`config.mk`:
```
export PLATFORM = sky130hd
export DESIGN_NAME = gat_top
export DESIGN_NICKNAME = d
export VERILOG_FILES = /design/src/logic/gat_pkg.sv /design/src/logic/pipe_reg.sv /design/src/logic/dmvm_unit.sv /design/src/logic/aggr_unit.sv /design/src/logic/debugger.sv /design/src/logic/gat_csr.sv /design/src/logic/gat_top.sv
export SDC_FILE = /design/constraint.sdc
export NUM_CORES = 1
export LEC_CHECK = 0
export BUFFER_PORTS_ARGS = -buffer_cell sky130_fd_sc_hd__buf_4
export CAP_MARGIN = 20
export CORE_MARGIN = 5
export CORE_UTILIZATION = 40
export CTS_CLUSTER_SIZE = 8
export DETAILED_ROUTE_END_ITERATION = 12
export PLACE_DENSITY = 0.62
export SLEW_MARGIN = 20
export SYNTH_ARGS = -nofsm -noshare
export SYNTH_HDL_FRONTEND = slang
export SYNTH_HIERARCHICAL = 1
export SYNTH_SLANG_ARGS = --single-unit
export TNS_END_PERCENT = 5
```
`constraint.sdc`:
```
create_clock -name clk -period 7.3 [get_ports clk]
set_input_delay 0.73 -clock clk [delete_from_list [all_inputs] [get_ports clk]]
set_output_delay 0.73 -clock clk [all_outputs]
set_load 0.1 [all_outputs]
```
`src/logic/gat_pkg.sv`:
```
package gat_pkg;

  // datapath samples.
  typedef logic signed [15:0] feat_t;
  typedef logic signed [31:0] prod_t;
  typedef logic signed [31:0] acc_t; // wraps modulo 2^32.

  // sticky stream levels, in_vld is the msb.
  typedef struct packed {
    logic in_vld;
    logic in_rdy;
    logic prod_vld;
    logic prod_rdy;
    logic res_vld;
    logic res_rdy;
  } hs_flags_t;

  typedef struct packed {
    hs_flags_t   flags;
    logic [31:0] result_cnt;
    prod_t       capture;
  } dbg_status_t;

  // wishbone classic request and response.
  typedef struct packed {
    logic        cyc;
    logic        stb;
    logic        we;
    logic [3:0]  adr;
    logic [31:0] dat;
  } wb_req_t;

  typedef struct packed {
    logic        ack;
    logic [31:0] dat;
  } wb_rsp_t;

  // register map, word addresses.
  localparam logic [3:0] REG_ID      = 4'd0;
  localparam logic [3:0] REG_WEIGHT  = 4'd1;
  localparam logic [3:0] REG_CAP_IDX = 4'd2;
  localparam logic [3:0] REG_FLAGS   = 4'd3;
  localparam logic [3:0] REG_RES_CNT = 4'd4;
  localparam logic [3:0] REG_CAPTURE = 4'd5;
  localparam logic [3:0] REG_CTRL    = 4'd6;

  localparam logic [31:0] DBG_ID = 32'h6A71_0001;

endpackage

```
`src/logic/pipe_reg.sv`:
```
`timescale 1ns/100ps

module pipe_reg #(
  parameter type T = logic [31:0]
) (
  input  logic clk,
  input  logic rst_n,

  input  logic in_vld_i,
  input  T     in_data_i,
  output logic in_rdy_o,

  output logic out_vld_o,
  output T     out_data_o,
  input  logic out_rdy_i
);

  logic full_q;
  T     data_q;
  logic load;

  // take new data when empty or when the current entry leaves this cycle.
  assign in_rdy_o = !full_q || out_rdy_i;
  assign load     = in_vld_i && in_rdy_o;

  always_ff @(posedge clk or negedge rst_n) begin
    if (!rst_n) begin
      full_q <= 1'b0;
    end else if (load) begin
      full_q <= 1'b1;
    end else if (out_rdy_i) begin
      full_q <= 1'b0;
    end
  end

  always_ff @(posedge clk) begin
    if (load) begin
      data_q <= in_data_i;
    end
  end

  assign out_vld_o  = full_q;
  assign out_data_o = data_q;

endmodule

```
`src/logic/dmvm_unit.sv`:
```
`timescale 1ns/100ps

module dmvm_unit import gat_pkg::*; (
  input  logic  clk,
  input  logic  rst_n,

  input  feat_t weight_i,

  input  logic  feat_vld_i,
  input  feat_t feat_i,
  output logic  feat_rdy_o,

  output logic  prod_vld_o,
  output prod_t prod_o,
  input  logic  prod_rdy_i
);

  prod_t prod_d;
  prod_t feat_ext;
  prod_t weight_ext;

  // sign extend both operands, the product fits in 32 bits.
  assign feat_ext   = prod_t'(feat_i);
  assign weight_ext = prod_t'(weight_i);
  assign prod_d     = feat_ext * weight_ext; // weight taken with the feature.

  pipe_reg #(
    .T (prod_t)
  ) u_prod_reg (
    .clk        (clk),
    .rst_n      (rst_n),
    .in_vld_i   (feat_vld_i),
    .in_data_i  (prod_d),
    .in_rdy_o   (feat_rdy_o),
    .out_vld_o  (prod_vld_o),
    .out_data_o (prod_o),
    .out_rdy_i  (prod_rdy_i)
  );

endmodule

```
`src/logic/aggr_unit.sv`:
```
`timescale 1ns/100ps

module aggr_unit import gat_pkg::*; #(
  parameter int NUM_NEIGHBORS = 4
) (
  input  logic  clk,
  input  logic  rst_n,

  input  logic  prod_vld_i,
  input  prod_t prod_i,
  output logic  prod_rdy_o,

  output logic  res_vld_o,
  output acc_t  res_o,
  input  logic  res_rdy_i
);

  localparam int CNT_W = (NUM_NEIGHBORS > 1) ? $clog2(NUM_NEIGHBORS) : 1;
  localparam logic [CNT_W-1:0] LAST = CNT_W'(NUM_NEIGHBORS - 1);

  logic [CNT_W-1:0] nbr_cnt_q;
  acc_t             acc_q;
  logic             res_vld_q;
  prod_t            act;
  logic             accept;

  // leaky activation, negative values floor-shifted by 3.
  assign act = prod_i[31] ? (prod_i >>> 3) : prod_i;

  assign prod_rdy_o = !res_vld_q; // stall while a sum waits.
  assign accept     = prod_vld_i && prod_rdy_o;

  always_ff @(posedge clk or negedge rst_n) begin
    if (!rst_n) begin
      nbr_cnt_q <= '0;
      acc_q     <= '0;
      res_vld_q <= 1'b0;
    end else if (accept) begin
      acc_q <= acc_q + act;
      if (nbr_cnt_q == LAST) begin
        nbr_cnt_q <= '0;
        res_vld_q <= 1'b1;
      end else begin
        nbr_cnt_q <= nbr_cnt_q + 1'b1;
      end
    end else if (res_vld_q && res_rdy_i) begin
      res_vld_q <= 1'b0;
      acc_q     <= '0; // next node starts from zero.
    end
  end

  assign res_vld_o = res_vld_q;
  assign res_o     = acc_q;

endmodule

```
`src/logic/debugger.sv`:
```
`timescale 1ns/100ps

module debugger import gat_pkg::*; (
  input  logic        clk,
  input  logic        rst_n,
  input  logic        clear_i,

  input  logic [31:0] cap_idx_i,

  input  hs_flags_t   flags_i,
  input  prod_t       prod_i,

  output dbg_status_t status_o
);

  hs_flags_t   flags_q;
  logic [31:0] result_cnt_q;
  logic [31:0] prod_ord_q;
  prod_t       capture_q;
  logic        res_hs;
  logic        prod_hs;

  assign res_hs  = flags_i.res_vld && flags_i.res_rdy;
  assign prod_hs = flags_i.prod_vld && flags_i.prod_rdy;

  // flags stick once seen high.
  always_ff @(posedge clk or negedge rst_n) begin
    if (!rst_n) begin
      flags_q <= '0;
    end else if (clear_i) begin
      flags_q <= '0;
    end else begin
      flags_q <= flags_q | flags_i;
    end
  end

  always_ff @(posedge clk or negedge rst_n) begin
    if (!rst_n) begin
      result_cnt_q <= '0;
    end else if (clear_i) begin
      result_cnt_q <= '0;
    end else if (res_hs) begin
      result_cnt_q <= result_cnt_q + 1'b1;
    end
  end

  // product ordinal counts from zero since the last clear.
  always_ff @(posedge clk or negedge rst_n) begin
    if (!rst_n) begin
      prod_ord_q <= '0;
      capture_q  <= '0;
    end else if (clear_i) begin
      prod_ord_q <= '0;
      capture_q  <= '0;
    end else if (prod_hs) begin
      prod_ord_q <= prod_ord_q + 1'b1;
      if (prod_ord_q == cap_idx_i) begin
        capture_q <= prod_i;
      end
    end
  end

  always_comb begin
    status_o            = '0;
    status_o.flags      = flags_q;
    status_o.result_cnt = result_cnt_q;
    status_o.capture    = capture_q;
  end

endmodule

```
`src/logic/gat_csr.sv`:
```
`timescale 1ns/100ps

module gat_csr import gat_pkg::*; (
  input  logic        clk,
  input  logic        rst_n,

  input  wb_req_t     wb_req_i,
  output wb_rsp_t     wb_rsp_o,

  input  dbg_status_t status_i,

  output feat_t       weight_o,
  output logic [31:0] cap_idx_o,
  output logic        clear_o
);

  logic        ack_q;
  logic        req;
  feat_t       weight_q;
  logic [31:0] cap_idx_q;
  logic        clear_q;
  logic [31:0] rd_dat;

  // new request only when no ack is pending, so ack lasts one cycle.
  assign req = wb_req_i.cyc && wb_req_i.stb && !ack_q;

  always_ff @(posedge clk or negedge rst_n) begin
    if (!rst_n) begin
      ack_q     <= 1'b0;
      weight_q  <= 16'sd1;
      cap_idx_q <= '0;
      clear_q   <= 1'b0;
    end else begin
      ack_q   <= req;
      clear_q <= 1'b0;
      if (req && wb_req_i.we) begin
        case (wb_req_i.adr)
          REG_WEIGHT:  weight_q  <= feat_t'(wb_req_i.dat[15:0]);
          REG_CAP_IDX: cap_idx_q <= wb_req_i.dat;
          REG_CTRL:    clear_q   <= wb_req_i.dat[0]; // one-cycle pulse.
          default:     ;
        endcase
      end
    end
  end

  // master holds adr until ack, so the mux is valid in the ack cycle.
  always_comb begin
    case (wb_req_i.adr)
      REG_ID:      rd_dat = DBG_ID;
      REG_WEIGHT:  rd_dat = {{16{weight_q[15]}}, weight_q};
      REG_CAP_IDX: rd_dat = cap_idx_q;
      REG_FLAGS:   rd_dat = {26'd0, status_i.flags};
      REG_RES_CNT: rd_dat = status_i.result_cnt;
      REG_CAPTURE: rd_dat = status_i.capture;
      default:     rd_dat = '0;
    endcase
  end

  always_comb begin
    wb_rsp_o.ack = ack_q;
    wb_rsp_o.dat = (ack_q && !wb_req_i.we) ? rd_dat : '0;
  end

  assign weight_o  = weight_q;
  assign cap_idx_o = cap_idx_q;
  assign clear_o   = clear_q;

endmodule

```
`src/logic/gat_top.sv`:
```
`timescale 1ns/100ps

module gat_top import gat_pkg::*; #(
  parameter int NUM_NEIGHBORS = 4
) (
  input  logic    clk,
  input  logic    rst_n,

  input  logic    feat_vld_i,
  input  feat_t   feat_i,
  output logic    feat_rdy_o,

  output logic    res_vld_o,
  output acc_t    res_o,
  input  logic    res_rdy_i,

  input  wb_req_t wb_req_i,
  output wb_rsp_t wb_rsp_o
);

  feat_t       weight;
  logic [31:0] cap_idx;
  logic        clear;
  dbg_status_t status;
  hs_flags_t   flags;

  logic        prod_vld;
  prod_t       prod;
  logic        prod_rdy;
  logic        sum_vld;
  acc_t        sum;
  logic        sum_rdy;

  dmvm_unit u_dmvm (
    .clk        (clk),
    .rst_n      (rst_n),
    .weight_i   (weight),
    .feat_vld_i (feat_vld_i),
    .feat_i     (feat_i),
    .feat_rdy_o (feat_rdy_o),
    .prod_vld_o (prod_vld),
    .prod_o     (prod),
    .prod_rdy_i (prod_rdy)
  );

  aggr_unit #(
    .NUM_NEIGHBORS (NUM_NEIGHBORS)
  ) u_aggr (
    .clk        (clk),
    .rst_n      (rst_n),
    .prod_vld_i (prod_vld),
    .prod_i     (prod),
    .prod_rdy_o (prod_rdy),
    .res_vld_o  (sum_vld),
    .res_o      (sum),
    .res_rdy_i  (sum_rdy)
  );

  // output register, one more cycle of latency.
  pipe_reg #(
    .T (acc_t)
  ) u_res_reg (
    .clk        (clk),
    .rst_n      (rst_n),
    .in_vld_i   (sum_vld),
    .in_data_i  (sum),
    .in_rdy_o   (sum_rdy),
    .out_vld_o  (res_vld_o),
    .out_data_o (res_o),
    .out_rdy_i  (res_rdy_i)
  );

  always_comb begin
    flags.in_vld   = feat_vld_i;
    flags.in_rdy   = feat_rdy_o;
    flags.prod_vld = prod_vld;
    flags.prod_rdy = prod_rdy;
    flags.res_vld  = res_vld_o; // result levels seen at the ports.
    flags.res_rdy  = res_rdy_i;
  end

  debugger u_debugger (
    .clk       (clk),
    .rst_n     (rst_n),
    .clear_i   (clear),
    .cap_idx_i (cap_idx),
    .flags_i   (flags),
    .prod_i    (prod),
    .status_o  (status)
  );

  gat_csr u_csr (
    .clk       (clk),
    .rst_n     (rst_n),
    .wb_req_i  (wb_req_i),
    .wb_rsp_o  (wb_rsp_o),
    .status_i  (status),
    .weight_o  (weight),
    .cap_idx_o (cap_idx),
    .clear_o   (clear)
  );

endmodule

```
# Word-level counts from Yosys, hierarchy flattened
# Index checks and enable logic that the tools add are counted.
# classes
eq_ne	10
bitwise_logic	1
multipliers	1
n_addsub	4
reduce_logical	25
n_mux	23
# ops
cell	n
$mux W32	11
$pmux W32 S6	1
$add A32 B1 Y32 const B	2
$add A32 B32 Y32	1
$eq A32 B32 Y1	1
$mul A16 B16 Y32	1
$eq A4 B3 Y1 const B	3
$reduce_bool A2 Y1	5
$mux W1	9
$eq A4 B2 Y1 const B	2
$logic_and A1 B1 Y1	8
$reduce_and A2 Y1	4
$mux W6	1
$or A6 B6 Y6	1
$logic_not A1 Y1	5
$eq A4 B1 Y1 const B	1
$logic_not A4 Y1	1
$ne A2 B2 Y1 const B	2
$add A2 B1 Y2 const B	1
$eq A2 B2 Y1 const B	1
$logic_or A1 B1 Y1	2
$mux W2	1
# totals
output_inout_bits	67
ff_bits	253

# Depth between registers and ports, before layout
# logic_depth
ltp_word	5
mapped_depth	23
ltp_nobuf	21

# Modules after synthesis
# The synthesis kept the hierarchy.
# modules_own_cells
mod	seq_area_each_um2	n_inst	area_each_um2	cells_per_inst
dmvm_unit	0.0	1	9804.4	1074
debugger	2552.4	1	5370.2	546
aggr_unit	875.8	1	3364.5	390
gat_csr	1252.5	1	3143.0	280
pipe_reg	985.9	2	1014.7	36

# Worst setup path after synthesis
# No wires, ideal clock.
# synth_path
path_kind	input to register
start	input port feat_i[7]
end	register u_dmvm.u_prod_reg.data_q, in the netlist u_dmvm/u_prod_reg/out_data_o[25], data pin
cell_stages	22
n_path_buf	1
t_required_ns	7.042
slack_ns	1.033
setup_ns	0.258
arrival_time_ns	6.010
cell_sequence	clkbuf_1 > nand2_1 > fa_1 > inv_1 > fa_1 > inv_1 > fa_1 > inv_1 > fa_1 > fa_1 > inv_1 > fa_1 > inv_1 > ha_1 > and3_2 > a221oi_2 > o31ai_2 > a211oi_2 > o21bai_1 > a21o_1 > a21oi_2 > xnor2_1
# synth_between
elab_chain_len	1
# synth_rtl
item	line	source
start, declared	gat_top.sv:10	input feat_t feat_i,
$mul A16 B16 Y32	dmvm_unit.sv:25	assign prod_d = feat_ext * weight_ext;
named net u_dmvm.prod_d[25]	dmvm_unit.sv:18	prod_t prod_d;
end signal, assigned	pipe_reg.sv:38	data_q <= in_data_i;
end, declared	pipe_reg.sv:19	T data_q;
# The timed path passes the listed nets, and every way through them passes these cells.
# A chain may end at the register's enable or synchronous reset.

# Worst setup path after layout
# layout_path
start	register u_csr.weight_q[6], in the netlist u_csr/weight_o[6]
end	register u_dmvm.u_prod_reg.data_q, in the netlist u_dmvm/u_prod_reg/out_data_o[25], data pin
# layout_between
elab_chain_len	1
# layout_rtl
item	line	source
start, declared	gat_csr.sv:19	feat_t weight_q;
start signal, assigned	gat_csr.sv:38	REG_WEIGHT: weight_q <= feat_t'(wb_req_i.dat[15:0]);
$mul A16 B16 Y32	dmvm_unit.sv:25	
named net u_dmvm.prod_d[25]	dmvm_unit.sv:18	
# The timed path passes the listed nets, and every way through them passes these cells.

==> key figures <==
Status
  – Outcome: finished, violations left
  – Failing checks: DRC

Placement
  – IO Port Bufs: 125
  – Placed insts: 3177
  – Final HPWL DP: 50.8 mm
  – Final GP Congestion: 0.880

Clocking
  – Max clock buf depth: 3
  – Clock-pin transition on the worst setup and hold timing paths: 0.05 ns
  – H-tree Lvls: 2
  – CTS Sinks: 253
  – CTS Hold Buffers Added: 0
  – Setup bufs post-CTS: 0
  – TritonCTS buffer count: 37
  – Post-cts sizing count: 0
  – CTS tree: built
  – Worst skew pair latency: 0.54 ns
  – Clock Tree Root: clkbuf_16

Critical path
  – Ordered list of cells on the worst path: and2_1 > fa_1 > inv_1 > fa_1 > fa_1 > inv_1 > fa_1 > fa_1 > inv_1 > fa_1 > inv_1 > ha_1 > a21o_2 > a221oi_2 > o31ai_2 > a211oi_2 > o21bai_1 > a21o_1 > a21oi_2 > xnor2_1
  – Critical path launch point type: register
  – R2R setup slack: 0.87 ns
  – Reg-to-Reg End: u_dmvm/u_prod_reg/out_data_o[25]
  – Crit Path Max Fanout: 18
  – Crit path top cell by count: fa_1
  – Reg2reg start: u_csr/weight_o[6]
  – Crit path required time: 7.58 ns
  – Critical path's slowest cell: dfrtp_1
  – CP endpoint kind: register
  – WS Path Type: reg2reg
  – Worst reg-to-reg path cell count: 20
  – Worst path arrival time: 6.71 ns
  – Crit-path max cell delay: 0.82 ns

STA
  – Fmax: 156 MHz
  – Max-slew violation count: 0
  – Min Tclk post-route: 6.43 ns
  – Setup violators final: 0
  – TNS Setup: 0 ns
  – Slew HR: 0.229
  – Worst Skew: 0.0367 ns
  – Hold Vio Cnt, Final: 0
  – Unrepaired setup endpoints after global routing: false
  – Period utilisation layout: 0.881
  – Measured slew at the worst slew-check pin: 1.16 ns
  – Worst hold slack: 0.313 ns

GRT
  – Largest net degree at the start of global routing: 125
  – All-Layer GR Usage: 0.203
  – Vias in the first global route: 18.2k
  – Total gr overflow: 0
  – First-pass GRT wire length: 104 mm
  – Initial antenna violation count: 1

Yosys
  – FFs w/ async S/R, synth: 0.747
  – Syn_nets: 2800
  – Mapped Area: 23700 µm²
  – Commonest register cell after synthesis: dfrtp_1
  – Mapped Avg Cell Area: 10.0 µm²
  – Post-synth EDFFs: 64
  – Mapped Cells: 2362
  – Share of the synthesized area in the top cell type: 0.222
  – Post-synth cell types: 89
  – YS warnings: 6
  – Yosys top cell by area: fa_1
  – Seq cells post-synth: 253
  – Seq/Total Area, Yosys: 0.281
  – Synth area leaders: fa_1 (22%), dfrtp_1 (20%), edfxtp_1 (8.1%)

Floorplanning
  – Die extent in y: 253 µm
  – Chip Width: 253 µm
  – Ports: 126
  – Core Area: 58900 µm²
  – Die Area: 64200 µm²
  – Row count: 89
  – Initial Utilization: 0.403

Drt
  – Final WL: 65.4 mm
  – DRT iter0 DRCs: 1301
  – DRC: 1
  – Via Count: 17.2k
  – Vias per std cell: 5.32
  – Drt wl/cell: 20.2 µm
  – Final ANT Viol Nets: 0
  – DRT Pass-1 Iters: 12

Final layout
  – Register area: 6660 µm²
  – Number of nets in the layout: 2881
  – Layout cells sized above 1: 0.132
  – Final Instance Count excl. Fillers: 3238
  – Area of the multi-input gates: 15400 µm²
  – Core Util, Final: 0.447
  – Fillers: 5574
  – Layout area overhead: 11.1%
  – Antenna cells: 0

Power and ir drop
  – P per Cell Area: 403 nW/µm²
  – Peak supply drop: 0.327 mV
  – Total power: 10.6 mW
  – Total leakage power: 12.2 nW

Worst hold path
  – Hold WC Path Type: in2async

Job
  – Total of max-cap violations: 0
==> worst max-delay path by stage <==
stage	from	endpoint	slack, ns	depth (start not counted)
after detailed placement	feat_i[9]	u_dmvm/u_prod_reg/out_data_o[25]	0.67	21
final	u_csr/weight_o[6]	u_dmvm/u_prod_reg/out_data_o[25]	0.87	20
after global placement	feat_i[7]	u_dmvm/u_prod_reg/out_data_o[31]	0.84	22
after floorplan	feat_i[7]	u_dmvm/u_prod_reg/out_data_o[25]	1.03	22
after global routing	u_csr/weight_o[5]	u_dmvm/u_prod_reg/out_data_o[25]	0.58	20
after CTS	u_csr/weight_o[5]	u_dmvm/u_prod_reg/out_data_o[25]	0.85	20
==> final cells by class <==
class                      instances  area share
multi-input combinational       1698       0.585
sequential                       253       0.253
inverter                         308      0.0439
timing repair buffer             145      0.0416
clock buffer                      58      0.0385
tap                              773      0.0367
clock inverter                     3     0.00157
==> logic make-up after synthesis <==
family | count (synthesis) | share of synthesized area
AOI/OAI and AO/OA | 282 | 0.0822
xor gates and xnor gates | 149 | 0.0550
adders and majority gates | 379 | 0.283
buffers and inverters | 411 | 0.0697
DFF | 253 | 0.281
muxes | 134 | 0.0659
and+or+nand+nor | 754 | 0.163
==> metal layers <==
metal	track usage	up-vias	share of wire
li1	-	7888	-
met1	0.271	8761	0.43
met2	0.345	456	0.49
met3	0.0241	106	0.046
met4	0.0703	0	0.037
met5	0	-	0
==> synth_stat cells, types with 4 or more instances <==
library cell  number
or3_1             14
nor2_1           132
o21ai_1           19
o21bai_1           5
buf_2             10
xor2_1            68
nand2_1          221
nand4_1           20
a21oi_2            6
ha_1             116
o22a_1            10
a22oi_1           19
a21oi_1           72
edfxtp_1          64
a31oi_1            7
nor2b_1           16
o21ai_0           41
nor3_1            25
o22ai_1            5
dfrtp_1          188
buf_6             11
and3_1             8
nand3_1           43
o211ai_1           8
a22o_1             4
or2_2              8
nor4_1            22
a21o_1            25
inv_1            308
nand2b_1          75
xnor2_1           81
a211oi_1           7
fa_1             263
a2bb2oi_1          5
mux2_2            56
and4_1            12
mux2_4            30
a222oi_1           8
and2_1           133
clkbuf_1          77
o21a_1             8
mux2i_1           48
==> stage by stage <==
| stage | instance area [µm²] | worst slack [ns] |
|---|---|---|
| 6_report | 26400 | 0.871 |
| 5_1_grt | 26400 | 0.577 |
| 2_1_floorplan | 23700 | 1.03 |
| 3_3_place_gp | 25300 | 0.835 |
| 3_5_place_dp | 25300 | 0.673 |
| 4_1_cts | 26300 | 0.846 |
==> worst max-delay path: cells and delay by family (launching register included) <==
family	cells	cell delay (ns)
XOR/XNOR	1	0.08
AO/OA/AOI/OAI	7	1.63
AND/OR/NAND/NOR	1	0.25
buffers and inverters	4	0.23
flip-flops	1	0.82
adder cells (fa/ha/maj)	7	3.18
==> power by group <==
group	switching, mW	leakage (nW)	internal [mW]	total [mW]
Sequential	0.454	3.07	2.02	2.47
Combinational	3.87	8.67	2.70	6.57
Clock	0.636	0.505	0.950	1.59
==> registers in the layout (all words and copies together) (netlist names) <==
| signal | cells |
|---|---|
| u_csr/clear_o | 1 |
| u_aggr/nbr_cnt_q | 2 |
| u_res_reg/out_data_o | 32 |
| u_csr/cap_idx_o | 32 |
| u_csr/weight_o | 16 |
| u_aggr/res_vld_o | 1 |
| u_csr/ack_q | 1 |
| u_res_reg/out_vld_o | 1 |
| u_aggr/res_o | 32 |
| u_debugger/prod_ord_q | 32 |
| u_debugger/result_cnt_q | 32 |
| u_debugger/capture_q | 32 |
| u_debugger/status_o | 6 |
| u_dmvm/u_prod_reg/out_data_o | 32 |
| u_dmvm/u_prod_reg/out_vld_o | 1 |
==> cells in the final DEF (no fill, tap or decap), types with 42 or more instances in the layout <==
master	count
xnor2_1	81
dfrtp_1	187
buf_4	144
and2_1	133
edfxtp_1	64
nor2_1	132
xor2_1	68
nand2_1	221
fa_1	263
nand2b_1	75
nand3_1	42
inv_1	308
ha_1	116
mux2_2	56
mux2i_1	48
a21oi_1	71
No activity file was read; power rests on OpenSTA's default activity.
